<file path="src/source/gb_defines.svh">
//**************************************************************************
// gb system bus definitions
// memory map, register addresses, widths, DMA length and timer rates
//**************************************************************************
`ifndef GB_DEFINES_SVH
`define GB_DEFINES_SVH

// bus widths
`define GB_ADDR_W 16
`define GB_DATA_W 8

// work RAM, 8 KB
`define GB_WRAM_START 16'hC000
`define GB_WRAM_END   16'hDFFF
`define GB_WRAM_AW    13

// object attribute memory
`define GB_OAM_START 16'hFE00
`define GB_OAM_END   16'hFE9F

// memory mapped registers
`define GB_MMIO_DIV  16'hFF04
`define GB_MMIO_TIMA 16'hFF05
`define GB_MMIO_TMA  16'hFF06
`define GB_MMIO_TAC  16'hFF07
`define GB_MMIO_IF   16'hFF0F
`define GB_MMIO_IE   16'hFFFF
`define GB_MMIO_DMA  16'hFF46

// bytes per OAM DMA transfer
`define GB_DMA_LEN 160

// timer divider and clocks per TIMA tick, indexed by TAC[1:0]
`define GB_TIMER_DIV_W 16
`define GB_TAC_RATE0   1024
`define GB_TAC_RATE1   16
`define GB_TAC_RATE2   64
`define GB_TAC_RATE3   256

// interrupt flags
`define GB_IRQ_W     5
`define GB_IRQ_TIMER 2

`endif

</file>
<file path="src/source/gb_bus_pkg.sv">
//**************************************************************************
// gb system bus types
// address views, decoded regions and bus owners
//**************************************************************************
`include "gb_defines.svh"

package gb_bus_pkg;

   // one bus address, seen whole by the decoder or split by the DMA engine
   typedef union packed {
      logic [`GB_ADDR_W-1:0] full;
      struct packed {
         logic [7:0] page;
         logic [7:0] offset;
      } split;
   } bus_addr_u;

   // address regions from the decoder
   typedef enum logic [2:0] {
      wram,
      oam,
      timer,
      intr,
      dma_reg,
      unmapped
   } region_e;

   // current bus owner
   typedef enum logic {
      host,
      dma
   } master_e;

endpackage

</file>
<file path="src/source/bus_arbiter.sv">
//**************************************************************************
// system bus arbiter
// grants DMA or host, decodes the address, holds IF and IE, muxes rdata
//**************************************************************************
`timescale 1ns/100ps
`include "gb_defines.svh"

module bus_arbiter (
   input  logic                  clock,
   input  logic                  reset,
   input  logic                  host_req,
   input  logic                  host_we,
   input  gb_bus_pkg::bus_addr_u host_addr,
   input  logic [`GB_DATA_W-1:0] host_wdata,
   output logic                  host_gnt,
   input  logic                  dma_req,
   input  logic                  dma_we,
   input  gb_bus_pkg::bus_addr_u dma_addr,
   input  logic [`GB_DATA_W-1:0] dma_wdata,
   output logic                  dma_gnt,
   output logic [`GB_DATA_W-1:0] rdata,
   output gb_bus_pkg::region_e   sel,
   output logic                  we,
   output gb_bus_pkg::bus_addr_u addr,
   output logic [`GB_DATA_W-1:0] wdata,
   input  logic [`GB_DATA_W-1:0] wram_oam_rdata,
   input  logic [`GB_DATA_W-1:0] timer_rdata,
   input  logic                  timer_irq,
   output logic                  dma_start,
   output logic [7:0]            dma_page,
   input  logic                  dma_busy,
   output logic                  irq
);
   import gb_bus_pkg::*;

   master_e               owner;
   logic                  active;
   region_e               region;
   region_e               sel_q;
   logic [`GB_IRQ_W-1:0]  if_q;
   logic [`GB_IRQ_W-1:0]  ie_q;
   logic [`GB_DATA_W-1:0] local_rdata;

   // DMA first, and the host stays out for a whole transfer
   always_comb begin
      owner  = dma_req ? dma : host;
      active = dma_req || (host_req && !dma_busy && !dma_start);
   end

   assign dma_gnt  = active && (owner == dma);
   assign host_gnt = active && (owner == host);
   assign addr     = (owner == dma) ? dma_addr : host_addr;
   assign wdata    = (owner == dma) ? dma_wdata : host_wdata;
   assign we       = active && ((owner == dma) ? dma_we : host_we);
   assign sel      = active ? region : unmapped;

   always_comb begin
      if (addr.full >= `GB_WRAM_START && addr.full <= `GB_WRAM_END) begin
         region = wram;
      end else if (addr.full >= `GB_OAM_START && addr.full <= `GB_OAM_END) begin
         region = oam;
      end else if (addr.full >= `GB_MMIO_DIV && addr.full <= `GB_MMIO_TAC) begin
         region = timer;
      end else if (addr.full == `GB_MMIO_IF || addr.full == `GB_MMIO_IE) begin
         region = intr;
      end else if (addr.full == `GB_MMIO_DMA) begin
         region = dma_reg;
      end else begin
         region = unmapped;
      end
   end

   always_ff @(posedge clock or posedge reset) begin
      if (reset) begin
         sel_q       <= unmapped;
         if_q        <= '0;
         ie_q        <= '0;
         dma_start   <= 1'b0;
         dma_page    <= '0;
         local_rdata <= '0;
      end else begin
         sel_q     <= sel;
         dma_start <= we && (sel == dma_reg);
         if (we && sel == dma_reg) begin
            dma_page <= wdata;
         end
         if (we && sel == intr && addr.full == `GB_MMIO_IE) begin
            ie_q <= wdata[`GB_IRQ_W-1:0];
         end
         if (we && sel == intr && addr.full == `GB_MMIO_IF) begin
            if_q <= wdata[`GB_IRQ_W-1:0];
         end
         // timer pulse beats a same-cycle software clear
         if (timer_irq) begin
            if_q[`GB_IRQ_TIMER] <= 1'b1;
         end
         if (sel == intr) begin
            local_rdata <= {{(`GB_DATA_W - `GB_IRQ_W){1'b0}},
                            (addr.full == `GB_MMIO_IE) ? ie_q : if_q};
         end else if (sel == dma_reg) begin
            local_rdata <= dma_page;
         end
      end
   end

   // read byte one cycle after the grant
   always_comb begin
      case (sel_q)
         wram, oam:     rdata = wram_oam_rdata;
         timer:         rdata = timer_rdata;
         intr, dma_reg: rdata = local_rdata;
         default:       rdata = '0;
      endcase
   end

   assign irq = |(if_q & ie_q);

   // DMA writes land only in OAM
   a_dma_to_oam: assert property (@(posedge clock) disable iff (reset)
      dma_gnt && dma_we |-> region == oam);

endmodule

</file>
<file path="config.mk">
export PLATFORM = sky130hd
export DESIGN_NAME = bus_arbiter
export DESIGN_NICKNAME = d
export VERILOG_FILES = /design/src/source/gb_bus_pkg.sv /design/src/source/bus_arbiter.sv
export VERILOG_INCLUDE_DIRS = /design/src /design/src/source
export SDC_FILE = /design/constraint.sdc
export NUM_CORES = 1
export LEC_CHECK = 0
export BUFFER_PORTS_ARGS = -buffer_cell sky130_fd_sc_hd__buf_4
export CAP_MARGIN = 5
export CORE_ASPECT_RATIO = 0.7
export CORE_MARGIN = 5
export CORE_UTILIZATION = 40
export DETAILED_ROUTE_END_ITERATION = 8
export GPL_TIMING_DRIVEN = 1
export MAX_ROUTING_LAYER = met4
export PLACE_DENSITY = 0.76
export SLEW_MARGIN = 5
export SYNTH_ARGS = -nofsm -noshare
export SYNTH_HDL_FRONTEND = slang
export SYNTH_SLANG_ARGS = --single-unit
</file>
<file path="constraint.sdc">
create_clock -name clock -period 2.1 [get_ports clock]
set_input_delay 0.21 -clock clock [delete_from_list [all_inputs] [get_ports clock]]
set_output_delay 0.21 -clock clock [all_outputs]
set_load 0.02 [all_outputs]
</file>
== After elaboration in Yosys (flattened, before gate mapping) ==
Cells that the tools add are included.

* Bits in registers: 30
* Bits of input ports: 72
* Output and inout port bits: 48

* Magnitude comparators: 6
* Equality and inequality tests: 9
* Multiplexer cells: 16
* Bitwise gates (word level): 2
* Reduce and logical (&&, ||, !) cells: 22

{| class="wikitable"
|+ Operators with widths
! cell !! number
|-
| $eq 16x16->1 const B || 3
|-
| $ge 16x16->1 const B || 3
|-
| $le 16x16->1 const B || 3
|-
| $mux 8 || 3
|-
| $pmux 8 s3 || 1
|-
| $mux 3 || 6
|-
| $mux 16 || 1
|-
| $logic_and 1x1->1 || 12
|-
| $eq 3x2->1 const B || 3
|-
| $eq 3x3->1 const B || 2
|-
| $and 5x5->5 || 1
|-
| $mux 5 || 1
|-
| $reduce_or 5->1 || 1
|-
| $mux 1 || 4
|-
| $reduce_bool 2->1 || 2
|-
| $reduce_or 2->1 || 2
|-
| $eq 3x1->1 const B || 1
|-
| $logic_not 3->1 || 1
|-
| $logic_not 1->1 || 2
|-
| $logic_or 1x1->1 || 2
|-
| $not 1->1 || 1
|}

== Longest topological paths before layout ==
Gate-level depths: netlist (run 1).

* Depth after elaboration: 14
* Gate-level depth with buffers: 9

== Least setup slack after synthesis (run 1) ==
Ideal clock, no wire load.

* Path type: input to output
* Start point: in dma_req
* End point: out sel[2]
* Data arrival time: 2.127 ns
* Slack: -0.237 ns
* Cell stages on the path: 9
* Buffers on the path: 3
* Path through: buf_6 buf_2 mux2i_1 inv_1 o21ai_0 o221a_2 clkbuf_1 a21oi_1 or2_2

{| class="wikitable"
|+ RTL lines
! element !! line !! RTL
|-
| from (decl) || bus_arbiter.sv:16 || <nowiki>input logic dma_req,</nowiki>
|-
| to (decl) || bus_arbiter.sv:22 || <nowiki>output gb_bus_pkg::region_e sel,</nowiki>
|}

== Worst setup path after layout (run 1) ==
* Start point: in host_addr[0] (netlist name)
* End point: out sel[0]

* Word-level cells in the longest chain between the ends: 8
* Elaborated cells between the ends (all ways): 20

{| class="wikitable"
|+ RTL lines
! element !! line !! RTL
|-
| from (decl) || bus_arbiter.sv:13 || <nowiki>input gb_bus_pkg::bus_addr_u host_addr,</nowiki>
|-
| $mux 16 * || bus_arbiter.sv:52 || <nowiki>assign addr = (owner == dma) ? dma_addr : host_addr;</nowiki>
|-
| branches (longest 5 deep; another with $ge 16x16->1) || - ||
|-
| $mux 3 * || bus_arbiter.sv:58 || <nowiki>if (addr.full >= `GB_WRAM_START && addr.full <= `GB_WRAM_END) begin</nowiki>
|-
| $mux 3 * || bus_arbiter.sv:55 || <nowiki>assign sel = active ? region : unmapped;</nowiki>
|}

Mark *: on every way between the ends.

==> reports/metrics.csv, run 1 <==
metric;value;unit
cts.reportedPaths.clkPinSlew;0.06;ns
syn_area_per_cell;9.55;um^2
synth-compound-area-share;17.0;%
power_frac_seq;39.0;%
synthMuxAreaShare;23.6;%
layout.nets;438;
synth_top_area_share;32.8;%
setup_slack;0.0168;ns
routedWlPerCell;16.4;um
r2r_start;dma_start;
fp.dieW;97.4;um
yosys.area.top_type;dfrtp_1;
first_pass_iters;4;
cts-root-buf;clkbuf_8;
power_frac_comb;30.0;%
finalCriticalPeriod;2.08;ns
pin_count;120;
seq_area_frac_synth;35.2;%
critPathRequiredTime;1.89;ns
max_freq;480;MHz
p_leak;1.73;nW
synth_top_flop_cell;dfrtp_1;
rows;22;
synth.distinct_cells;44;
synth_xor_xnor_area_share;0;%
tightest_slew;0.599;ns
grt_first_pass_wirelength;11600;um
drv_slew;0;
worstRegToRegCells;6;
drtIter0Drc;137;
grt_usage;21.0;%
grt_pass1_vias;2372;
p_clk_share;31.0;%
via_count;2362;
finalClockSkew;0.00652;ns
cp_max_fo;3;
drc;0;
synthCells;224;
cts_buffers;5;
start_util;41.1;%
portBuffers;119;
fin_crit_sh;99.2;%
sw_frac_of_total;27.8;%
cts_tree;yes;
n_antenna_cell;0;
clockBufferDepth;2;
synth_top_family_by_area;multiplexers;
pre_cts_ws;-0.186;ns
insertion_delay;0.28;ns
synth_commonest_cells;mux2_2, dfrtp_1, nand2_1;
synthArstFlopShare;100;%
power;1.50;mW
rsz0062_at_grt;true;
synth_edf_count;0;
ys_ff_latch;30;
power_switching;0.417;mW
routed_via_density;5.38;
hold_path.class;primary input to register;
yosysMostFrequentCell;mux2_2;
netlist_top_cells_area;dfrtp_1, mux2_2, mux2i_1, o211ai_1, nand2_1;
core-area;0.00520;mm^2
worstSetupEndpointType;output pin;
hold_viol;0;
rr_endpoint;local_rdata[2];
crit_arrival;1.87;ns
internal-power;1.08;mW
grt-ovfl-total;0;
cp-endpoint;sel[0];
antenna_found_initial;0;
p_per_area;432;mW/mm^2
r2r_slack;0.22;ns
setup_violations;0;
hold_path_startpoint;timer_irq;
status;finished clean;
critPathKind;primary input to output pin;
dieArea;0.00693;mm^2
ir_worst_vdd;0.244;mV
ys_warn_count;0;
place_congestion;0.864;
chipHeight;71.2;um
clock-sinks;30;
htreeDepth;2;
antenna_left;0;
finalWirelength;7180;um
hpwl;5830;um
crit_start;host_addr[0];
worst_hold_path.num_cells;2;
area_delta_synth_final;62.4;%
synthAdderAreaFrac;0;%
relSlewSlack;59.9;%
critPathLaunchType;primary input;
drive_gt1_share;57.2;%
synth_area;0.00214;mm^2
yosys.area_share.simple;20.8;%
grt_max_degree;19;
syn_nets;296;
drv_cap;0;
[sequential cells by signal, summed over array words and instances, names as in the netlist]
name	cells
sel_q	3
local_rdata	8
dma_start	1
if_q	5
dma_page	8
ie_q	5
[power by group through the flow]
stage	clock, mW	sequential (mW)	combinational (mW)
floorplan	0	0.593	0.200
global placement	0	0.595	0.422
detailed placement	0	0.595	0.428
CTS	0.477	0.584	0.434
global route	0.507	0.585	0.484
finish	0.466	0.585	0.451
[kinds of logic (layout without fill, tap and decap cells)]
| family | Yosys count | in the layout |
|---|---|---|
| and+or+nand+nor | 79 | 79 |
| AOI/OAI and AO/OA | 53 | 53 |
| muxes | 46 | 46 |
| DFF | 30 | 30 |
| buffers and inverters | 16 | 159 |
[worst min-delay path by stage]
| stage | endpoint | slack (ns) |
|---|---|---|
| 6_report | if_q[2] | 0.11 |
| 5_1_grt | if_q[2] | 0.11 |
| 4_1_cts | if_q[2] | 0.11 |
| 3_5_place_dp | dma_page[0] | 0.25 |
| 3_3_place_gp | dma_page[0] | 0.25 |
| 2_1_floorplan | dma_page[0] | 0.30 |
[routing by layer]
layer	global-route usage [%]	up-vias	part of all wire [%]
met5	-	-	0
met4	5.38	0	1.1
met3	3.55	7	6.5
met2	33.2	95	47
met1	28.1	1130	45
li1	-	1130	-
[worst max-delay path, cell delays in order]
cell and delay (ns):
buf_4 0.11, or3b_1 0.37, a211o_1 0.26, a211o_1 0.35, buf_4 0.17, nor2_2 0.13, o22ai_2 0.10, buf_4 0.17
[layout make-up]
type	count	area [um^2]
clock buffers	8	90.1
fillers	400	1730
inverters	5	18.8
multi-input cells	178	1390
flip-flops and latches	30	753
well taps	72	90.1
repair buffers	146	1130
[timing repair]
action                                  4_1_cts  5_1_grt
resized for setup                             3       15
hold endpoints to repair                     10        0
hold buffers                                  1        0
gates cloned                                  0        1
endpoints found under the setup margin        2       15
setup buffers                                 1        4
pin swaps                                     1        5
[stage by stage]
step	hold slack [ns]	instances	util, %	cell area, um^2	TNS (ns)
2_1_floorplan	0.299	224	-	2160	-0.731
3_3_place_gp	0.248	424	62.1	3230	-0.938
3_5_place_dp	0.252	424	62.1	3230	-1.89
4_1_cts	0.112	434	64.5	3350	0
5_1_grt	0.109	439	66.7	3470	-0.0221
6_report	0.114	439	66.7	3470	0
[layout by cell type, fill, tap and decap left out, types with 2 or more instances in the layout]
master / Yosys / routed
mux2_4: 0 / 2
dfrtp_1: 28 / 28
and3_1: 3 / 2
nand4_1: 6 / 6
buf_6: 1 / 2
mux2i_1: 10 / 9
nand2b_1: 2 / 2
nor2_1: 7 / 5
a21oi_1: 9 / 9
dfstp_2: 2 / 2
or2_2: 4 / 4
o211ai_1: 12 / 12
buf_4: 0 / 141
clkbuf_1: 6 / 2
a211o_1: 3 / 3
a21boi_0: 2 / 2
nor2b_1: 11 / 10
o21ai_0: 13 / 12
mux2_2: 36 / 34
nand3_1: 13 / 12
nand4b_1: 2 / 2
inv_1: 5 / 5
clkbuf_8: 0 / 6
nand2_1: 20 / 20
nor2_2: 0 / 2
a22oi_1: 3 / 2
Note: power is estimated with default switching activity, not from simulation.
==> run 2: changes to the inputs <==
Settings changed: BUFFER_PORTS_ARGS -buffer_cell sky130_fd_sc_hd__buf_4 to not set, CORE_MARGIN 5 to not set, DONT_BUFFER_PORTS set to 1, PLACE_DENSITY 0.76 to not set.
==> run 2 against run 1 <==
  * Clock power up 3%
  * Critical path depth down 3
  * Combinational power down 49%
  * Final cell count down 29%
  * Setup slack better by 0.13 ns
  * Hold slack worse by 0.085 ns
  * Sequential cell count unchanged
  * Die area down 19%
  * Critical endpoint is now rdata[3]
  * Largest power group unchanged
==> reports/metrics.csv, run 2 (synthesis gave the netlist of run 1 again) <==
metric;value;unit
dpl-instance-area;0.00233;mm^2
cts_tree;yes;
grt_usage;21.0;%
antenna_left;0;
fp.dieW;89.4;um
relSlewSlack;54.1;%
slowest_stage;dfstp_2;
rr_endpoint;if_q[2];
n_antenna_cell;0;
critPathLaunchType;register;
cts_buffers;5;
first_pass_iters;4;
grt_util_met1;29.8;%
finalCriticalPeriod;1.95;ns
routed_via_density;5.86;
grt_max_degree;47;
final_cell_mix;mux2_2, dfrtp_1, nand2_1, buf_4;
power;1.29;mW
ir_worst_vdd;0.394;mV
setup_slack;0.149;ns
drc;0;
worst-path-stages;5;
worstSetupEndpointType;output pin;
multi_input_area;0.00133;mm^2
regArea;753;um^2
pin_count;120;
pre_cts_ws;-0.0116;ns
finalInstanceArea;0.00244;mm^2
critPathRequiredTime;1.89;ns
largestRegisters;dma_page: 8 flops, local_rdata: 8 flops;
cp-endpoint;rdata[3];
area_delta_synth_final;14.3;%
crit_buf_inv;1;
clock-sinks;30;
rows;21;
final_util;49.2;%
grt_pass1_vias;1685;
crit_chain;nor3b_2, o21bai_1, nand2_1, o21ai_0, buf_4;
drtIter0Drc;128;
grt_first_pass_wirelength;8600;um
fillers;483;
critPathKind;register to output pin;
final_common_cell;mux2_2;
cpLargestDelayFamily;flip-flops;
chipHeight;63.2;um
drive_gt1_share;31.4;%
p_leak;1.10;nW
slowest_delay;0.60;ns
fin_crit_sh;92.9;%
max_freq;512;MHz
drv_cap;0;
tightest_slew;0.689;ns
dieArea;0.00565;mm^2
top_usage_layer;met1;
finalClockSkew;0.00351;ns
start_util;43.1;%
via_count;1823;
crit_start;sel_q[2];
met2_usage;27.6;%
cts.reportedPaths.clkPinSlew;0.06;ns
instances_no_fill;311;
p_per_area;529;mW/mm^2
status;finished clean;
clockBufferDepth;2;
holdWs;0.0293;ns
place_congestion;0.762;
antenna_found_initial;0;
setup_violations;0;
htreeDepth;2;
hold_path.class;primary input to register;
setup_tns;0;ns
core-area;0.00497;mm^2
hold_viol;0;
portBuffers;0;
crit_arrival;1.74;ns
insertion_delay;0.29;ns
grt-ovfl-total;0;
hpwl;4250;um
place_inst;302;
r2r_slack;0.15;ns
cts-root-buf;clkbuf_8;
routedWlPerCell;17.6;um
finalWirelength;5470;um
cp_max_fo;10;
r2r_start;dma_start;
drv_slew;0;
grtUsageMet3;8.26;%
layout.nets;313;
worstRegToRegCells;6;
run 2: changes by cell type in the layout (fill, tap and decap cells not counted), moves of 2 or more:
cell / delta
buf_4: -121
buf_6: -2
nor2_1: +2
nor2_2: -2
run 2: repair_timing:
action,4_1_cts,5_1_grt
setup endpoints to repair,0,6
hold endpoints to repair,28,0
gates resized for setup,0,2
setup buffers,0,0
hold buffers,1,0
run 2: per-layer routing:
layer	wire, um	vias up
met1	2580	845
met5	0	-
met3	623	4
met2	2210	96
met4	52	0
li1	-	878
run 2: how the worst min path moves through the flow:
stage | startpoint | to | slack [ns] | cells after the start
final | timer_irq | if_q[2] | 0.03 | 1
after global routing | timer_irq | if_q[2] | 0.02 | 1
after CTS | timer_irq | if_q[2] | 0.03 | 1
after detailed placement | reset | local_rdata[0] | 0.20 | 2
after global placement | reset | local_rdata[0] | 0.20 | 2
after floorplan | reset | dma_page[0] | 0.30 | 1
run 2: area by class of cell:
type                            instances  area share, %
Timing Repair Buffer                   21           6.55
Sequential cell                        30           30.8
Multi-Input combinational cell        178           54.6
Tap cell                               69           3.53
Inverter                                5          0.768
Clock buffer                            7           3.53
Clock inverter                          1          0.205
run 2: worst register-to-register path: cells and delay by family, from the launching register on:
kind	cells	cell delay [ns]
compound gates	1	0.40
buf+inv	1	0.19
flops	1	0.38
simple gates	4	0.88
run 2: power by group:
group	internal (mW)	switching, mW	total, mW
Sequential	0.581	0.00341	0.585
Combinational	0.0862	0.142	0.228
Clock	0.264	0.215	0.479
==> run 3: changes to the inputs <==
Settings changed: PLACE_DENSITY_LB_ADDON set to 0.2.
==> run 3 against run 2 <==
  * Die area is the same
  * Power is essentially flat
  * Fmax grew 0.74%
  * Via count shrank 0.88%
  * Critical path depth is the same
  * Clock power is essentially flat
  * Routed wire length shrank 4.1%
  * Largest power group unchanged
==> reports/metrics.csv, run 3 (synthesis gave the netlist of run 1 again) <==
metric;value;unit
antenna_left;0;
fin_crit_sh;92.2;%
finalClockSkew;0.00562;ns
drc;0;
finalInstanceArea;0.00245;mm^2
pin_count;120;
critPathRequiredTime;1.89;ns
crit_arrival;1.73;ns
max_freq;516;MHz
cts-root-buf;clkbuf_8;
critPathLaunchType;register;
cts.reportedPaths.clkPinSlew;0.06;ns
ir_worst_vdd;0.320;mV
area_delta_synth_final;14.5;%
dieArea;0.00565;mm^2
worstSetupEndpointType;output pin;
place_congestion;0.815;
portBuffers;0;
routed_via_density;5.81;
p_leak;1.10;nW
largestRegisters;dma_page: 8 flops, local_rdata: 8 flops;
chipHeight;63.2;um
tightest_slew;0.663;ns
fillers;453;
hpwl;4160;um
drtIter0Drc;88;
clockBufferDepth;2;
grt_usage;19.9;%
fp.dieW;89.4;um
relSlewSlack;55.8;%
first_pass_iters;4;
setup_violations;0;
hold_path.class;primary input to register;
grt_first_pass_wirelength;8250;um
insertion_delay;0.28;ns
p_per_area;528;mW/mm^2
cts_setup_buffers;0;
cp_max_fo;10;
drv_cap;0;
antenna_found_initial;0;
final_common_cell;mux2_2;
htreeDepth;2;
grt_pass1_vias;1666;
layout.nets;313;
drv_slew;0;
grt_max_degree;47;
cts_tree;yes;
final_cell_mix;mux2_2, dfrtp_1, nand2_1, buf_4;
finalCriticalPeriod;1.94;ns
drive_gt1_share;32.2;%
hold_viol;0;
critPathKind;register to output pin;
cts_buffers;5;
clock-sinks;30;
core-area;0.00497;mm^2
rsz0062_at_grt;false;
dpl-instance-area;0.00233;mm^2
final_util;49.3;%
holdWs;0.0289;ns
setup_tns;0;ns
via_count;1807;
grt-ovfl-total;0;
start_util;43.1;%
routedWlPerCell;16.9;um
rows;21;
finalWirelength;5240;um
n_antenna_cell;0;
status;finished clean;
-- run 3: changes by cell type in the layout (fill, tap and decap cells not counted), sizes merged --
cell	before	now
clkbuf	7	6
clkinvlp	0	1
-- run 3: layout make-up --
type | instances | area [um^2] | share of cell area (%)
multi-input combinational | 178 | 1340 | 54.5
sequential | 30 | 753 | 30.8
timing repair buffer | 21 | 160 | 6.54
tap | 69 | 86.3 | 3.53
clock buffer | 6 | 82.6 | 3.37
inverter | 5 | 18.8 | 0.766
clock inverter | 2 | 12.5 | 0.511
-- run 3: stage by stage --
stage | total power [mW] | setup WS [ns] | instances
CTS | 1.30 | 0.0351 | 311
global route | 1.35 | 0.00966 | 311
detailed placement | 0.821 | -0.0484 | 302
global placement | 0.821 | -0.00155 | 302
floorplan | 0.793 | -0.0856 | 224
finish | 1.29 | 0.163 | 311
-- run 3: critical path: stages (launching register included) --
cell and delay, ns:
dfstp_2 0.60, nor3b_2 0.23, o21bai_1 0.24, nand2_1 0.11, o21ai_0 0.09, buf_4 0.17
-- run 3: layer usage --
layer,GRT usage [%],share of wire [%]
met1,29.2,49
met2,26.0,41
met3,7.34,9.0
met4,4.17,0.59
met5,-,0
-- run 3: worst paths after layout --
check / start / end / slack (ns) / depth (start not counted)
worst max-delay path: sel_q[2] / rdata[5] / 0.16 / 5
worst min-delay path: timer_irq / if_q[2] / 0.03 / 1
worst max register to register: dma_start / local_rdata[4] / 0.16 / 6
worst min register to register: local_rdata[5] / local_rdata[5] / 0.53 / 2
max in group asynchronous: reset / sel_q[0] / 1.34 / 3
min in group asynchronous: reset / local_rdata[4] / 0.44 / 3
-- run 3: what timing repair did --
item | 4_1_cts | 5_1_grt
endpoints found under the hold margin | 28 | 0
resized for setup | 0 | 3
hold buffers | 1 | 0
setup endpoints to repair | 0 | 7
-- run 3: report_power, final --
group | leakage [nW] | switching, mW | internal [mW]
Clock | 0.0472 | 0.218 | 0.263
Sequential | 0.407 | 0.00340 | 0.581
Combinational | 0.643 | 0.140 | 0.0862
